<file path="config.mk">
export PLATFORM = sky130hd
export DESIGN_NAME = lsu
export DESIGN_NICKNAME = d
export VERILOG_FILES = /design/src/hw/mem_pkg.sv /design/src/hw/rv_isa_pkg.sv /design/src/hw/lsu.sv /design/src/hw/key_mux.sv
export VERILOG_INCLUDE_DIRS = /design/src /design/src/hw
export SDC_FILE = /design/constraint.sdc
export NUM_CORES = 1
export LEC_CHECK = 0
export ABC_CLOCK_PERIOD_IN_PS = 990
export BUFFER_PORTS_ARGS = -buffer_cell sky130_fd_sc_hd__buf_2
export CAP_MARGIN = 10
export CORE_AREA = 2 2 80 82
export DETAILED_ROUTE_END_ITERATION = 6
export DIE_AREA = 0 0 82 84
export PLACE_DENSITY = 0.69
export SYNTH_ARGS = -nofsm -noshare
export SYNTH_HDL_FRONTEND = slang
export SYNTH_SLANG_ARGS = --single-unit
</file>
<file path="constraint.sdc">
create_clock -name vclk -period 0.99
set_clock_uncertainty 0.1 [all_clocks]
set_input_delay 0.099 -clock vclk [all_inputs]
set_output_delay 0.099 -clock vclk [all_outputs]
set_load 0.01 [all_outputs]
</file>
<file path="src/hw/lsu_cfg.svh">
`ifndef LSU_CFG_SVH
`define LSU_CFG_SVH

// data word width.
`define XLEN 32

// word index width, 256 words.
`define MEM_AW 8

// entries in each keyed lookup.
`define LD_NR_KEY 5
`define ST_NR_KEY 3
`define MASK_NR_KEY 5

`endif
</file>
<file path="src/hw/mem_pkg.sv">
`include "lsu_cfg.svh"

package mem_pkg;

    // one bit per byte lane, right-justified.
    typedef logic [`XLEN/8-1:0] mask_t;

    // byte position inside a word.
    typedef logic [$clog2(`XLEN/8)-1:0] offset_t;

    // word position inside the data memory.
    typedef logic [`MEM_AW-1:0] index_t;

    localparam mask_t MASK_B = 4'b0001;
    localparam mask_t MASK_H = 4'b0011;
    localparam mask_t MASK_W = 4'b1111;

endpackage

</file>
<file path="src/hw/rv_isa_pkg.sv">
`include "lsu_cfg.svh"

package rv_isa_pkg;

    typedef logic [`XLEN-1:0] word_t;
    typedef logic [2:0] funct3_t;
    typedef logic [6:0] opcode_t;

    // major opcodes handled by the memory stage.
    localparam opcode_t OP_LOAD  = 7'b0000011;
    localparam opcode_t OP_STORE = 7'b0100011;

    // access width codes.
    localparam funct3_t F3_B  = 3'b000;
    localparam funct3_t F3_H  = 3'b001;
    localparam funct3_t F3_W  = 3'b010;
    localparam funct3_t F3_BU = 3'b100;
    localparam funct3_t F3_HU = 3'b101;

endpackage

</file>
<file path="src/hw/lsu.sv">
`include "lsu_cfg.svh"

module lsu (
    input  rv_isa_pkg::word_t   src2,
    input  rv_isa_pkg::word_t   alu_result,
    output rv_isa_pkg::word_t   mem_r,
    input  rv_isa_pkg::funct3_t funct3,
    input  mem_pkg::mask_t      mem_mask,
    input  logic                mem_r_en,
    input  logic                mem_w_en,
    input  rv_isa_pkg::word_t   mem_2_r,
    output rv_isa_pkg::word_t   mem_2_w,
    output rv_isa_pkg::word_t   mem_2_addr,
    output mem_pkg::mask_t      mem_2_mask,
    output logic                mem_2_r_en,
    output logic                mem_2_w_en
);

    // load data extension.
    key_mux #(
        .NR_KEY(`LD_NR_KEY),
        .key_t (rv_isa_pkg::funct3_t),
        .data_t(rv_isa_pkg::word_t)
    ) load_mux (
        .out        (mem_r),
        .key        (funct3),
        .default_out(rv_isa_pkg::word_t'(0)),
        .lut        ({
            rv_isa_pkg::F3_B,  {{(`XLEN-8){mem_2_r[7]}}, mem_2_r[7:0]},
            rv_isa_pkg::F3_H,  {{(`XLEN-16){mem_2_r[15]}}, mem_2_r[15:0]},
            rv_isa_pkg::F3_W,  mem_2_r,
            rv_isa_pkg::F3_BU, {{(`XLEN-8){1'b0}}, mem_2_r[7:0]},
            rv_isa_pkg::F3_HU, {{(`XLEN-16){1'b0}}, mem_2_r[15:0]}
        })
    );

    // store data trimmed to the access width.
    key_mux #(
        .NR_KEY(`ST_NR_KEY),
        .key_t (rv_isa_pkg::funct3_t),
        .data_t(rv_isa_pkg::word_t)
    ) store_mux (
        .out        (mem_2_w),
        .key        (funct3),
        .default_out(rv_isa_pkg::word_t'(0)),
        .lut        ({
            rv_isa_pkg::F3_B, {{(`XLEN-8){1'b0}}, src2[7:0]},
            rv_isa_pkg::F3_H, {{(`XLEN-16){1'b0}}, src2[15:0]},
            rv_isa_pkg::F3_W, src2
        })
    );

    assign mem_2_addr = alu_result;
    assign mem_2_mask = mem_mask;
    assign mem_2_r_en = mem_r_en;
    assign mem_2_w_en = mem_w_en;

endmodule

</file>
<file path="src/hw/key_mux.sv">
module key_mux #(
    parameter int  NR_KEY = 2,
    parameter type key_t  = logic,
    parameter type data_t = logic
) (
    output data_t out,
    input  key_t  key,
    input  data_t default_out,
    input  logic  [NR_KEY-1:0][$bits(key_t)+$bits(data_t)-1:0] lut
);

    localparam int KEY_W  = $bits(key_t);
    localparam int DATA_W = $bits(data_t);

    // each entry holds the key above its data.
    always_comb begin
        out = default_out;
        for (int i = 0; i < NR_KEY; i++) begin
            if (lut[i][KEY_W+DATA_W-1 -: KEY_W] == key) begin
                out = data_t'(lut[i][DATA_W-1:0]);
            end
        end
    end

endmodule

</file>
; Word level (Yosys, flattened, before mapping)
; Index checks and enable logic that the tools add are counted.
[totals]
register_bits = 0
latch_bits = 0
mem_bits_rw = 0
mem_bits_ro = 0
inputBits = 105
output_inout_bits = 102
wordCells = 13
n_memories = 0
[classes]
add_sub_neg = 0
n_mul = 0
div = 0
magnitude_cmp = 0
eq_ne = 4
shift = 0
mux = 8
n_bitwise = 0
n_reduce_logical = 1
[op_table]
columns = operator, n
row1 = $mux W32, 6
row2 = $mux W16, 2
row3 = $eq A3 B3 Y1 const A, 2
row4 = $eq A1 B3 Y1 const A, 1
row5 = $eq A2 B3 Y1 const A, 1
row6 = $logic_not A3 Y1, 1

; Logic depth before layout (Yosys ltp)
[logic_depth]
ltp_word = 6
depth_mapped = 5
depth_no_buf = 2

; By module
; A second synthesis with hierarchy kept.
[hier_totals]
hier_cells = 574
area_unflattened_um2 = 4364.2
[by_module_without_submodules]
columns = mod, n_inst, cells_per_inst, area_per_inst_um2, seq_area_each_um2
row1 = key_mux at load_mux, 1, 337, 2527.4, 0.0
row2 = key_mux at store_mux, 1, 197, 1544.0, 0.0
row3 = lsu, 1, 40, 292.8, 0.0

; Worst setup path after synthesis
; OpenSTA, ideal clock, no wires.
[synth_path]
path_type = input to output
start = in funct3[2]
end = out mem_r[30]
arrival_ns = 0.991
t_required_ns = 0.791
slack_ns = -0.200
cell_stages = 4
n_path_buf = 3
cell_sequence = buf_2 > buf_2 > buf_2 > o32ai_1
[synth_between]
elab_chain_len = 4
elab_cells_between_ends = 6
classes_between = 2 x eq/ne / 3 x mux / 1 x reduce/logical
[synth_lines]
columns = element, line
row1 = start: declaration, lsu.sv:7  ; input rv_isa_pkg::funct3_t funct3,
row2 = $eq A2 B3 Y1, key_mux.sv:19  ; if (lut[i][KEY_W+DATA_W-1 -: KEY_W] == key) begin
row3 = $mux W32 (2 in series), key_mux.sv:19
row4 = $mux W32 (*), key_mux.sv:19
row5 = end: declaration, lsu.sv:6  ; output rv_isa_pkg::word_t mem_r,
; Every way passes the cells marked *; elsewhere a longest branch is shown, timed or not.

; Final worst setup path
[layout_path]
start = in funct3[2]
end = out mem_r[15]
[layout_between]
elab_chain_len = 6
elab_cells_between_ends = 10
classes_between = 4 x eq/ne / 5 x mux / 1 x reduce/logical
[layout_lines]
columns = element, line
row1 = $eq A3 B3 Y1, key_mux.sv:19
row2 = $mux W16 (2 in series), key_mux.sv:19
row3 = $mux W32 (2 in series), key_mux.sv:19
row4 = $mux W32 (*), key_mux.sv:19
; Marked as above.

==> results.json <==
{
  "cp-end-kind": "output port",
  "powerDensity_nw_per_um2": 436,
  "seqCellArea_sq_um": 0,
  "synth_cells": 157,
  "grt.overflow.total": 0,
  "ys_types": 24,
  "setup_viol": 64,
  "min-delay-start": "alu_result[16]",
  "yosysTopAreaCell": "buf_4",
  "syn-num-nets": 262,
  "min_path_type": "primary input to output port",
  "antenna_found_initial": 0,
  "hold_depth": 0,
  "vias": 1455,
  "grt_pass1_wl_mm": 6.37,
  "ant_nets": 0,
  "hold_viol": 0,
  "cap_violations": 0,
  "hold_end": "mem_2_addr[16]",
  "status": "finished with violations",
  "synthMuxAreaShare_pct": 0.913,
  "netlist_area_sq_um": 1100,
  "rows": 29,
  "initial_core_util_pct": 18.0,
  "synth_simple_gate_area_share_pct": 44.2,
  "synthTopCellsByArea": "buf_4 (27%), and2_1 (18%), o32ai_1 (13%)",
  "violations": "setup timing",
  "period_minus_slack_ps": 1280,
  "synth_compound_area_share_pct": 15.1,
  "mostFrequentLayoutCells": "buf_2 (113), buf_6 (23), and2_1 (17)",
  "syn2layout_area_growth_pct": 116,
  "synth_xor_area_share_pct": 0.799,
  "fin_ws_ps": -295,
  "synth_area_per_cell_sq_um": 6.98,
  "max_stage_delay_ps": 590,
  "grt_pass1_vias": 1317,
  "hpwl_mm": 3.30,
  "wl_mm": 4.51,
  "grt_max_degree": 19,
  "worst_path_max_delay_cell": "or4b_4",
  "die_y_microns": 84,
  "cp_max_fo": 8,
  "tightest_slew_ps": 269,
  "synth_top_family_by_area": "simple AND/OR/NAND/NOR gates",
  "wl_per_cell_microns": 13.3,
  "final_nets": 368,
  "n_sequential_cell": 0,
  "die_x_microns": 82,
  "synth_fa_ha_area_share_pct": 0,
  "final_util_pct": 38.9,
  "slew_headroom_pct": 81.7,
  "ios": 207,
  "die-area_sq_um": 6890,
  "gp_congestion": 0.747,
  "timing.final.crit_share_pct": 130,
  "hold_slack_ps": 98.0,
  "netlist.area_leader.share_pct": 27.4,
  "mostFrequentLayoutCell": "buf_2",
  "routed_via_density": 4.30,
  "path_class": "primary input to output port",
  "n_antenna_cell": 0,
  "drtIter0Drc": 25,
  "coreArea_sq_um": 6100,
  "arrival_ps": 1090,
  "io_buffers": 131,
  "drive_above_1_share_pct": 78.2,
  "ys_seq_area_share_pct": 0,
  "clkbuf_count": 0,
  "drc": 0,
  "startpoint_type": "primary input",
  "max_freq_mhz": 778,
  "leakage_nw": 1.21,
  "rsz0062_at_grt": "yes",
  "fillCellCount": 631,
  "vdd_drop_max_v": 0.000218,
  "crit_chain": "buf_12, or4b_4, o211ai_1, buf_2",
  "cp.required_ps": 790,
  "ys_warn_count": 0,
  "first_pass_iters": 4,
  "grtUsageTotal_pct": 11.3,
  "report.final.slew_viol_count": 0
}
-- how the worst max path moves through the flow --
stage,from,end,cells after the start
after floorplan,funct3[1],mem_r[15],3
after global placement,funct3[0],mem_2_w[13],5
after detailed placement,funct3[0],mem_2_w[10],5
after CTS,funct3[1],mem_r[15],4
after global routing,funct3[0],mem_r[20],6
final,funct3[2],mem_r[15],4
-- through the flow --
step,TNS (ps),power [W],setup WS (ps),std cells,area (sq um)
finish,-11900,0.00103,-295,338,2370
detailed placement,-19240,0.000834,-419,325,1950
global route,-14360,0.00111,-315,338,2370
CTS,-11270,0.000983,-299,333,2250
floorplan,-1260,0.000675,-88.8,157,1500
global placement,-18200,0.000819,-367,325,1950
-- cells in the mapped netlist, types with 2 or more instances --
| library cell | count |
|---|---|
| clkbuf_2 | 2 |
| or4bb_1 | 7 |
| o32ai_1 | 16 |
| nor3b_1 | 9 |
| buf_4 | 40 |
| nand3_1 | 7 |
| and2_1 | 31 |
| clkbuf_1 | 2 |
| inv_1 | 16 |
| nand3b_1 | 7 |
| buf_2 | 7 |
-- per-layer routing --
metal  track usage (%)  up-vias  share of wire (%)
li1                  -      706                  -
met1              13.1      650                 37
met2              21.2       87                 52
met3              1.19       12                8.6
met4              3.03        0                3.0
met5                 0        -                  0
-- worst max-delay path, delay by kind of cell --
kind | cells | cell delay [ps]
and+or+nand+nor | 1 | 590
buffers and inverters | 2 | 270
AOI/OAI and AO/OA | 1 | 120
-- cell families after synthesis --
| family | after synthesis |
|---|---|
| buf+inv | 69 |
| mux | 1 |
| compound gates | 19 |
| xor+xnor | 1 |
| simple gates | 67 |
-- layout make-up --
cell class,instances,area (sq um),area share (%)
well taps,77,96.3,4.06
repair buffers,157,1160,49.0
multi-input cells,88,1050,44.4
inverters,16,60.1,2.53
-- timing repair --
item	4_1_cts	5_1_grt
setup endpoints to repair	64	64
setup buffers	8	4
gates resized for setup	41	15
hold buffers	0	0
gates cloned	1	2
pin swaps	29	19
-- power by group --
part,total (W),switching [W],internal (W)
clock network,0,0,0
logic,0.00103,0.000457,0.000577
registers,0,0,0
(Power assumes the default switching activity.)
