$ cat src/hw/lsu_cfg.svh
`ifndef LSU_CFG_SVH
`define LSU_CFG_SVH

// data word width.
`define XLEN 32

// word index width, 256 words.
`define MEM_AW 8

// entries in each keyed lookup.
`define LD_NR_KEY 5
`define ST_NR_KEY 3
`define MASK_NR_KEY 5

`endif
$ cat src/hw/mem_pkg.sv
`include "lsu_cfg.svh"

package mem_pkg;

    // one bit per byte lane, right-justified.
    typedef logic [`XLEN/8-1:0] mask_t;

    // byte position inside a word.
    typedef logic [$clog2(`XLEN/8)-1:0] offset_t;

    // word position inside the data memory.
    typedef logic [`MEM_AW-1:0] index_t;

    localparam mask_t MASK_B = 4'b0001;
    localparam mask_t MASK_H = 4'b0011;
    localparam mask_t MASK_W = 4'b1111;

endpackage

$ cat src/hw/rv_isa_pkg.sv
`include "lsu_cfg.svh"

package rv_isa_pkg;

    typedef logic [`XLEN-1:0] word_t;
    typedef logic [2:0] funct3_t;
    typedef logic [6:0] opcode_t;

    // major opcodes handled by the memory stage.
    localparam opcode_t OP_LOAD  = 7'b0000011;
    localparam opcode_t OP_STORE = 7'b0100011;

    // access width codes.
    localparam funct3_t F3_B  = 3'b000;
    localparam funct3_t F3_H  = 3'b001;
    localparam funct3_t F3_W  = 3'b010;
    localparam funct3_t F3_BU = 3'b100;
    localparam funct3_t F3_HU = 3'b101;

endpackage

$ cat src/hw/mem_decode.sv
`include "lsu_cfg.svh"

module mem_decode (
    input  rv_isa_pkg::opcode_t opcode,
    input  rv_isa_pkg::funct3_t funct3,
    input  rv_isa_pkg::word_t   rs1_val,
    input  rv_isa_pkg::word_t   imm,
    output rv_isa_pkg::word_t   addr,
    output mem_pkg::mask_t      mem_mask,
    output logic                mem_r_en,
    output logic                mem_w_en,
    output logic                misaligned
);

    mem_pkg::offset_t offset;
    logic             is_load;
    logic             is_store;
    logic             aligned;
    logic             known_width;

    assign addr   = rs1_val + imm;
    assign offset = addr[$bits(mem_pkg::offset_t)-1:0];

    key_mux #(
        .NR_KEY(`MASK_NR_KEY),
        .key_t (rv_isa_pkg::funct3_t),
        .data_t(mem_pkg::mask_t)
    ) mask_mux (
        .out        (mem_mask),
        .key        (funct3),
        .default_out(mem_pkg::mask_t'(0)),
        .lut        ({
            rv_isa_pkg::F3_B,  mem_pkg::MASK_B,
            rv_isa_pkg::F3_H,  mem_pkg::MASK_H,
            rv_isa_pkg::F3_W,  mem_pkg::MASK_W,
            rv_isa_pkg::F3_BU, mem_pkg::MASK_B,
            rv_isa_pkg::F3_HU, mem_pkg::MASK_H
        })
    );

    // natural alignment by access width.
    always_comb begin
        case (funct3)
            rv_isa_pkg::F3_H, rv_isa_pkg::F3_HU: aligned = ~offset[0];
            rv_isa_pkg::F3_W:                    aligned = (offset == '0);
            default:                             aligned = 1'b1;
        endcase
    end

    assign is_load     = (opcode == rv_isa_pkg::OP_LOAD);
    assign is_store    = (opcode == rv_isa_pkg::OP_STORE);
    assign known_width = |mem_mask;

    // misaligned accesses never reach memory.
    assign mem_r_en   = is_load & aligned & known_width;
    assign mem_w_en   = is_store & aligned & known_width;
    assign misaligned = (is_load | is_store) & ~aligned;

endmodule

$ cat src/hw/key_mux.sv
module key_mux #(
    parameter int  NR_KEY = 2,
    parameter type key_t  = logic,
    parameter type data_t = logic
) (
    output data_t out,
    input  key_t  key,
    input  data_t default_out,
    input  logic  [NR_KEY-1:0][$bits(key_t)+$bits(data_t)-1:0] lut
);

    localparam int KEY_W  = $bits(key_t);
    localparam int DATA_W = $bits(data_t);

    // each entry holds the key above its data.
    always_comb begin
        out = default_out;
        for (int i = 0; i < NR_KEY; i++) begin
            if (lut[i][KEY_W+DATA_W-1 -: KEY_W] == key) begin
                out = data_t'(lut[i][DATA_W-1:0]);
            end
        end
    end

endmodule

$ cat config.mk
export PLATFORM = sky130hd
export DESIGN_NAME = mem_decode
export DESIGN_NICKNAME = d
export VERILOG_FILES = /design/src/hw/mem_pkg.sv /design/src/hw/rv_isa_pkg.sv /design/src/hw/mem_decode.sv /design/src/hw/key_mux.sv
export VERILOG_INCLUDE_DIRS = /design/src /design/src/hw
export SDC_FILE = /design/constraint.sdc
export NUM_CORES = 1
export LEC_CHECK = 0
export BUFFER_PORTS_ARGS = -buffer_cell sky130_fd_sc_hd__clkbuf_2
export CAP_MARGIN = 5
export CORE_ASPECT_RATIO = 1.75
export CORE_MARGIN = 8
export CORE_UTILIZATION = 40
export DETAILED_ROUTE_END_ITERATION = 8
export GPL_TIMING_DRIVEN = 0
export PLACE_DENSITY = 0.74
export SLEW_MARGIN = 20
export SYNTH_ARGS = -nofsm -noshare
export SYNTH_HDL_FRONTEND = slang
export SYNTH_SLANG_ARGS = --single-unit
$ cat constraint.sdc
create_clock -name vclk -period 4
set_input_delay 0.8 -clock vclk [all_inputs]
set_output_delay 0.8 -clock vclk [all_outputs]
set_load 0.1 [all_outputs]
-- Yosys cells after proc, flatten, opt, wreduce, memory -nomap -nowiden
Cells that the tools add are included.
- register bits: 0
- bits of input ports: 74
- output and inout port bits: 39
- word-level logic and storage cells: 28
- add/sub/neg operators: 1
- equality and inequality tests: 9
- multiplexer cells: 6
- bitwise gates (word level): 8
- reductions and logical operators: 4
- operator list (operator ; number):
    adder 32 bit ; 1
    2-to-1 mux 4 bit ; 3
    equality test 7 x 2 -> 1 bit (second input constant) ; 1
    equality test 7 x 6 -> 1 bit (second input constant) ; 1
    equality test 3 bit (first input constant) ; 2
    AND 1 bit ; 5
    2-to-1 mux 2 bit ; 2
    OR reduction 4 bit ; 1
    equality test 1 x 3 -> 1 bit (first input constant) ; 1
    equality test 2 x 3 -> 1 bit (first input constant) ; 1
    equality test 3 x 1 -> 1 bit (second input constant) ; 1
    equality test 3 x 2 -> 1 bit (second input constant) ; 1
    equality test 3 bit (second input constant) ; 1
    zero test 3 bit ; 1
    zero test 2 bit ; 1
    NOT 1 bit ; 2
    case mux 1 bit (2 select lines) ; 1
    OR reduction 2 bit ; 1
    OR 1 bit ; 1

-- Depth between registers and ports, before layout
- word-level depth: 8
- gate-level depth with buffers: 8
- mapped depth without buffers: 8

-- By module
Synthesis repeated with hierarchy kept, for this count alone.
- cells, all modules: 308
- area, all modules: 2262.2 um^2
- by module, submodules not included (module ; times used ; cells an instance ; area each (um^2) ; seq. area each (um^2)):
    mem_decode ; 1 ; 248 ; 1779.2 ; 0.0
    key_mux ; 1 ; 60 ; 483.0 ; 0.0

-- Worst setup path before layout
Ideal clock, no wire load.
- kind: input-to-output
- start: input rs1_val[12]
- end: output addr[27]
- arrival: 5.222 ns
- required time: 3.200 ns
- setup slack: -2.022 ns
- cell stages on the path: 8
- buffers on the path: 1
- path through: ha_1 buf_4 nand2_1 o31ai_1 nand3_1 a211oi_2 nor4_1 nor4b_1
- cells in the longest elaborated chain, start to end: 1
- RTL lines (what ; line ; text):
    start: declaration ; mem_decode.sv:6 ; input rv_isa_pkg::word_t rs1_val,
    adder 32 bit ; mem_decode.sv:21 ; assign addr = rs1_val + imm;
    end: declaration ; mem_decode.sv:8 ; output rv_isa_pkg::word_t addr,
No other way between the ends.

-- Final worst setup path
- start: input rs1_val[0]
- end: output addr[30]
Same word-level chain as after synthesis.

==> flow_metrics.tcl <==
set metrics [dict create \
    dpl_cell_area_um2 2850 \
    maxSlewHeadroom 0.630 \
    report.final.slew_viol_count 0 \
    synth-seq-area-share 0 \
    syn2layout_area_growth_pct 52.8 \
    crit_fanout 4 \
    drc 0 \
    worstPathRequired_ns 3.20 \
    combPwrFrac 1.000 \
    power_density_nw_per_um2 367 \
    fin_util 0.622 \
    seq_cell_count 0 \
    routabilityCongestion 0.914 \
    dp_cells 448 \
    maxCapViolCount 0 \
    fmax_mhz 256 \
    synth_largest_area_cell "ha_1" \
    placeableCoreArea_um2 4850 \
    clkbuf_count 0 \
    rsz0062_at_grt "yes" \
    min_period_over_period 0.976 \
    synth_top_area_share 0.196 \
    end_kind "primary output" \
    outcome "finished, final reports clean" \
    grt_overflow 0 \
    switching_share 0.742 \
    drtIter0Drc 85 \
    hold_class "input port to primary output" \
    routedWlPerCell_um 15.9 \
    final-hold-violation-count 0 \
    pwr-share-seq 0 \
    min_path_cells 3 \
    p_sw_uw 822 \
    grt_pass1_vias 2608 \
    vias 2646 \
    first_pass_iters 4 \
    synth_cells 281 \
    min_from "opcode[5]" \
    nets 501 \
    routed_wl_um 7090 \
    grt_pass1_wl_um 11500 \
    postRouteAntennaNets 0 \
    die_h_um 109 \
    critPathLaunchType "input port" \
    insertedDiodeCount 0 \
    initial_core_util 0.407 \
    pin_count 113 \
    clock_power_share 0 \
    final_cell_mix "clkbuf_2 (96), ha_1 (31), a21oi_1 (26)" \
    synth_nets 387 \
    p_leak_uw 0.00149 \
    intPower_uw 286 \
    rows 34 \
    vdd_drop_max_mv 0.396 \
    finalInstanceArea_um2 3020 \
    tightest_slew_ns 0.557 \
    grtUsageTotal 0.173 \
    finalSetupViolations 0 \
    via_per_inst 5.92 \
    final_common_cell "clkbuf_2" \
    yosys-top-cells-area "ha_1 (20%), a21oi_1 (6.8%), xnor2_1 (6.2%), a211oi_1 (4.9%), a21o_1 (4.6%)" \
    fillers 471 \
    place_hpwl_um 6230 \
    antenna_found_initial 0 \
    yosys_warnings 0 \
    dieWidth_um 69.1 \
    path_class "input port to primary output" \
    yosysUniqueCellTypes 56 \
    io_buffers 113 \
    drive_gt1_frac 0.430 \
    synth_area_um2 1970 \
    final-seq-area_um2 0 \
    finalCriticalPeriod_ns 3.90 \
    fin_cells 447 \
    die-area_um2 7530 \
    holdPathEnd "mem_r_en" \
    syn_avg_cell_area_um2 7.03 \
    critical_path_arrival_ns 3.10 \
    grt_max_degree 11 \
]
==> cells in the mapped netlist (all sizes together), types with 2 or more instances <==
| cell | instances |
|---|---|
| a21boi | 2 |
| o21bai | 7 |
| a21oi | 27 |
| a2111oi | 3 |
| and2 | 3 |
| o31ai | 4 |
| nand2 | 19 |
| nand4 | 7 |
| inv | 9 |
| xnor2 | 14 |
| a41o | 2 |
| nand3 | 8 |
| nor4 | 4 |
| nor2 | 24 |
| o21a | 2 |
| clkbuf | 4 |
| o21ai | 18 |
| a21o | 16 |
| or3 | 2 |
| and3 | 5 |
| a211oi | 14 |
| nor3 | 11 |
| xor2 | 10 |
| buf | 7 |
| or4 | 2 |
| o211ai | 4 |
| ha | 31 |
| a221oi | 3 |
==> final cells by class <==
class	instances	area, um^2	share of cell area
tap	54	67.6	0.0224
multi-input combinational	261	2210	0.734
inverter	9	33.8	0.0112
buffer	9	50.0	0.0166
timing repair buffer	114	651	0.216
==> layer usage <==
metal  part of all wire  GRT usage
met4              0.026     0.0471
met1               0.35      0.164
met2               0.54      0.350
met5                  0          0
met3              0.081     0.0464
==> metrics by stage <==
stage	hold WS [ns]	total power, uW	worst slack [ns]	TNS, ns
after floorplan	1.78	878	-0.154	-0.322
after global placement	2.10	1040	-0.443	-2.57
after detailed placement	2.10	1050	-0.469	-2.66
after CTS	2.10	1090	0.00267	0
after global routing	2.12	1160	-0.0432	-0.0909
final	2.10	1110	0.0958	0
==> power groups by stage <==
stage / sequential [uW] / combinational, uW / clock (uW)
after floorplan: 0 / 878 / 0
after global placement: 0 / 1040 / 0
after detailed placement: 0 / 1050 / 0
after CTS: 0 / 1090 / 0
after global routing: 0 / 1160 / 0
final: 0 / 1110 / 0
==> worst max path at each step <==
stage	from	end	slack (ns)	depth (start not counted)
finish	rs1_val[0]	addr[30]	0.1	10
CTS	rs1_val[0]	addr[26]	0.003	10
detailed placement	rs1_val[0]	addr[30]	-0.47	10
global placement	rs1_val[0]	addr[30]	-0.44	10
global route	rs1_val[12]	addr[29]	-0.04	10
floorplan	rs1_val[0]	addr[24]	-0.15	8
==> cell families (layout without fill, tap and decap cells) <==
group / count (synthesis) / after routing / share of synthesized area
simple gates: 88 / 88 / 0.218
fa+ha+maj: 32 / 32 / 0.207
buf+inv: 20 / 132 / 0.0450
xor+xnor: 24 / 24 / 0.106
compound gates: 116 / 116 / 0.419
mux: 1 / 1 / 0.00507
==> worst max-delay path, cell delays in order <==
cell      delay [ns]
clkbuf_2        0.08
ha_1            0.21
fa_2            0.35
a21o_2          0.23
a221oi_4        0.30
nand2_2         0.18
a41oi_4         0.35
o21ai_2         0.17
xor2_4          0.18
clkbuf_8        0.25
==> what timing repair did <==
item / in CTS / in global routing
pin swaps: 0 / 3
hold buffers: 0 / 0
setup buffers: 0 / 1
setup endpoints to repair: 15 / 16
cloned: 0 / 0
gates resized for setup: 25 / 26
endpoints found under the hold margin: 0 / 0
Power figures use the tool's default switching activity.
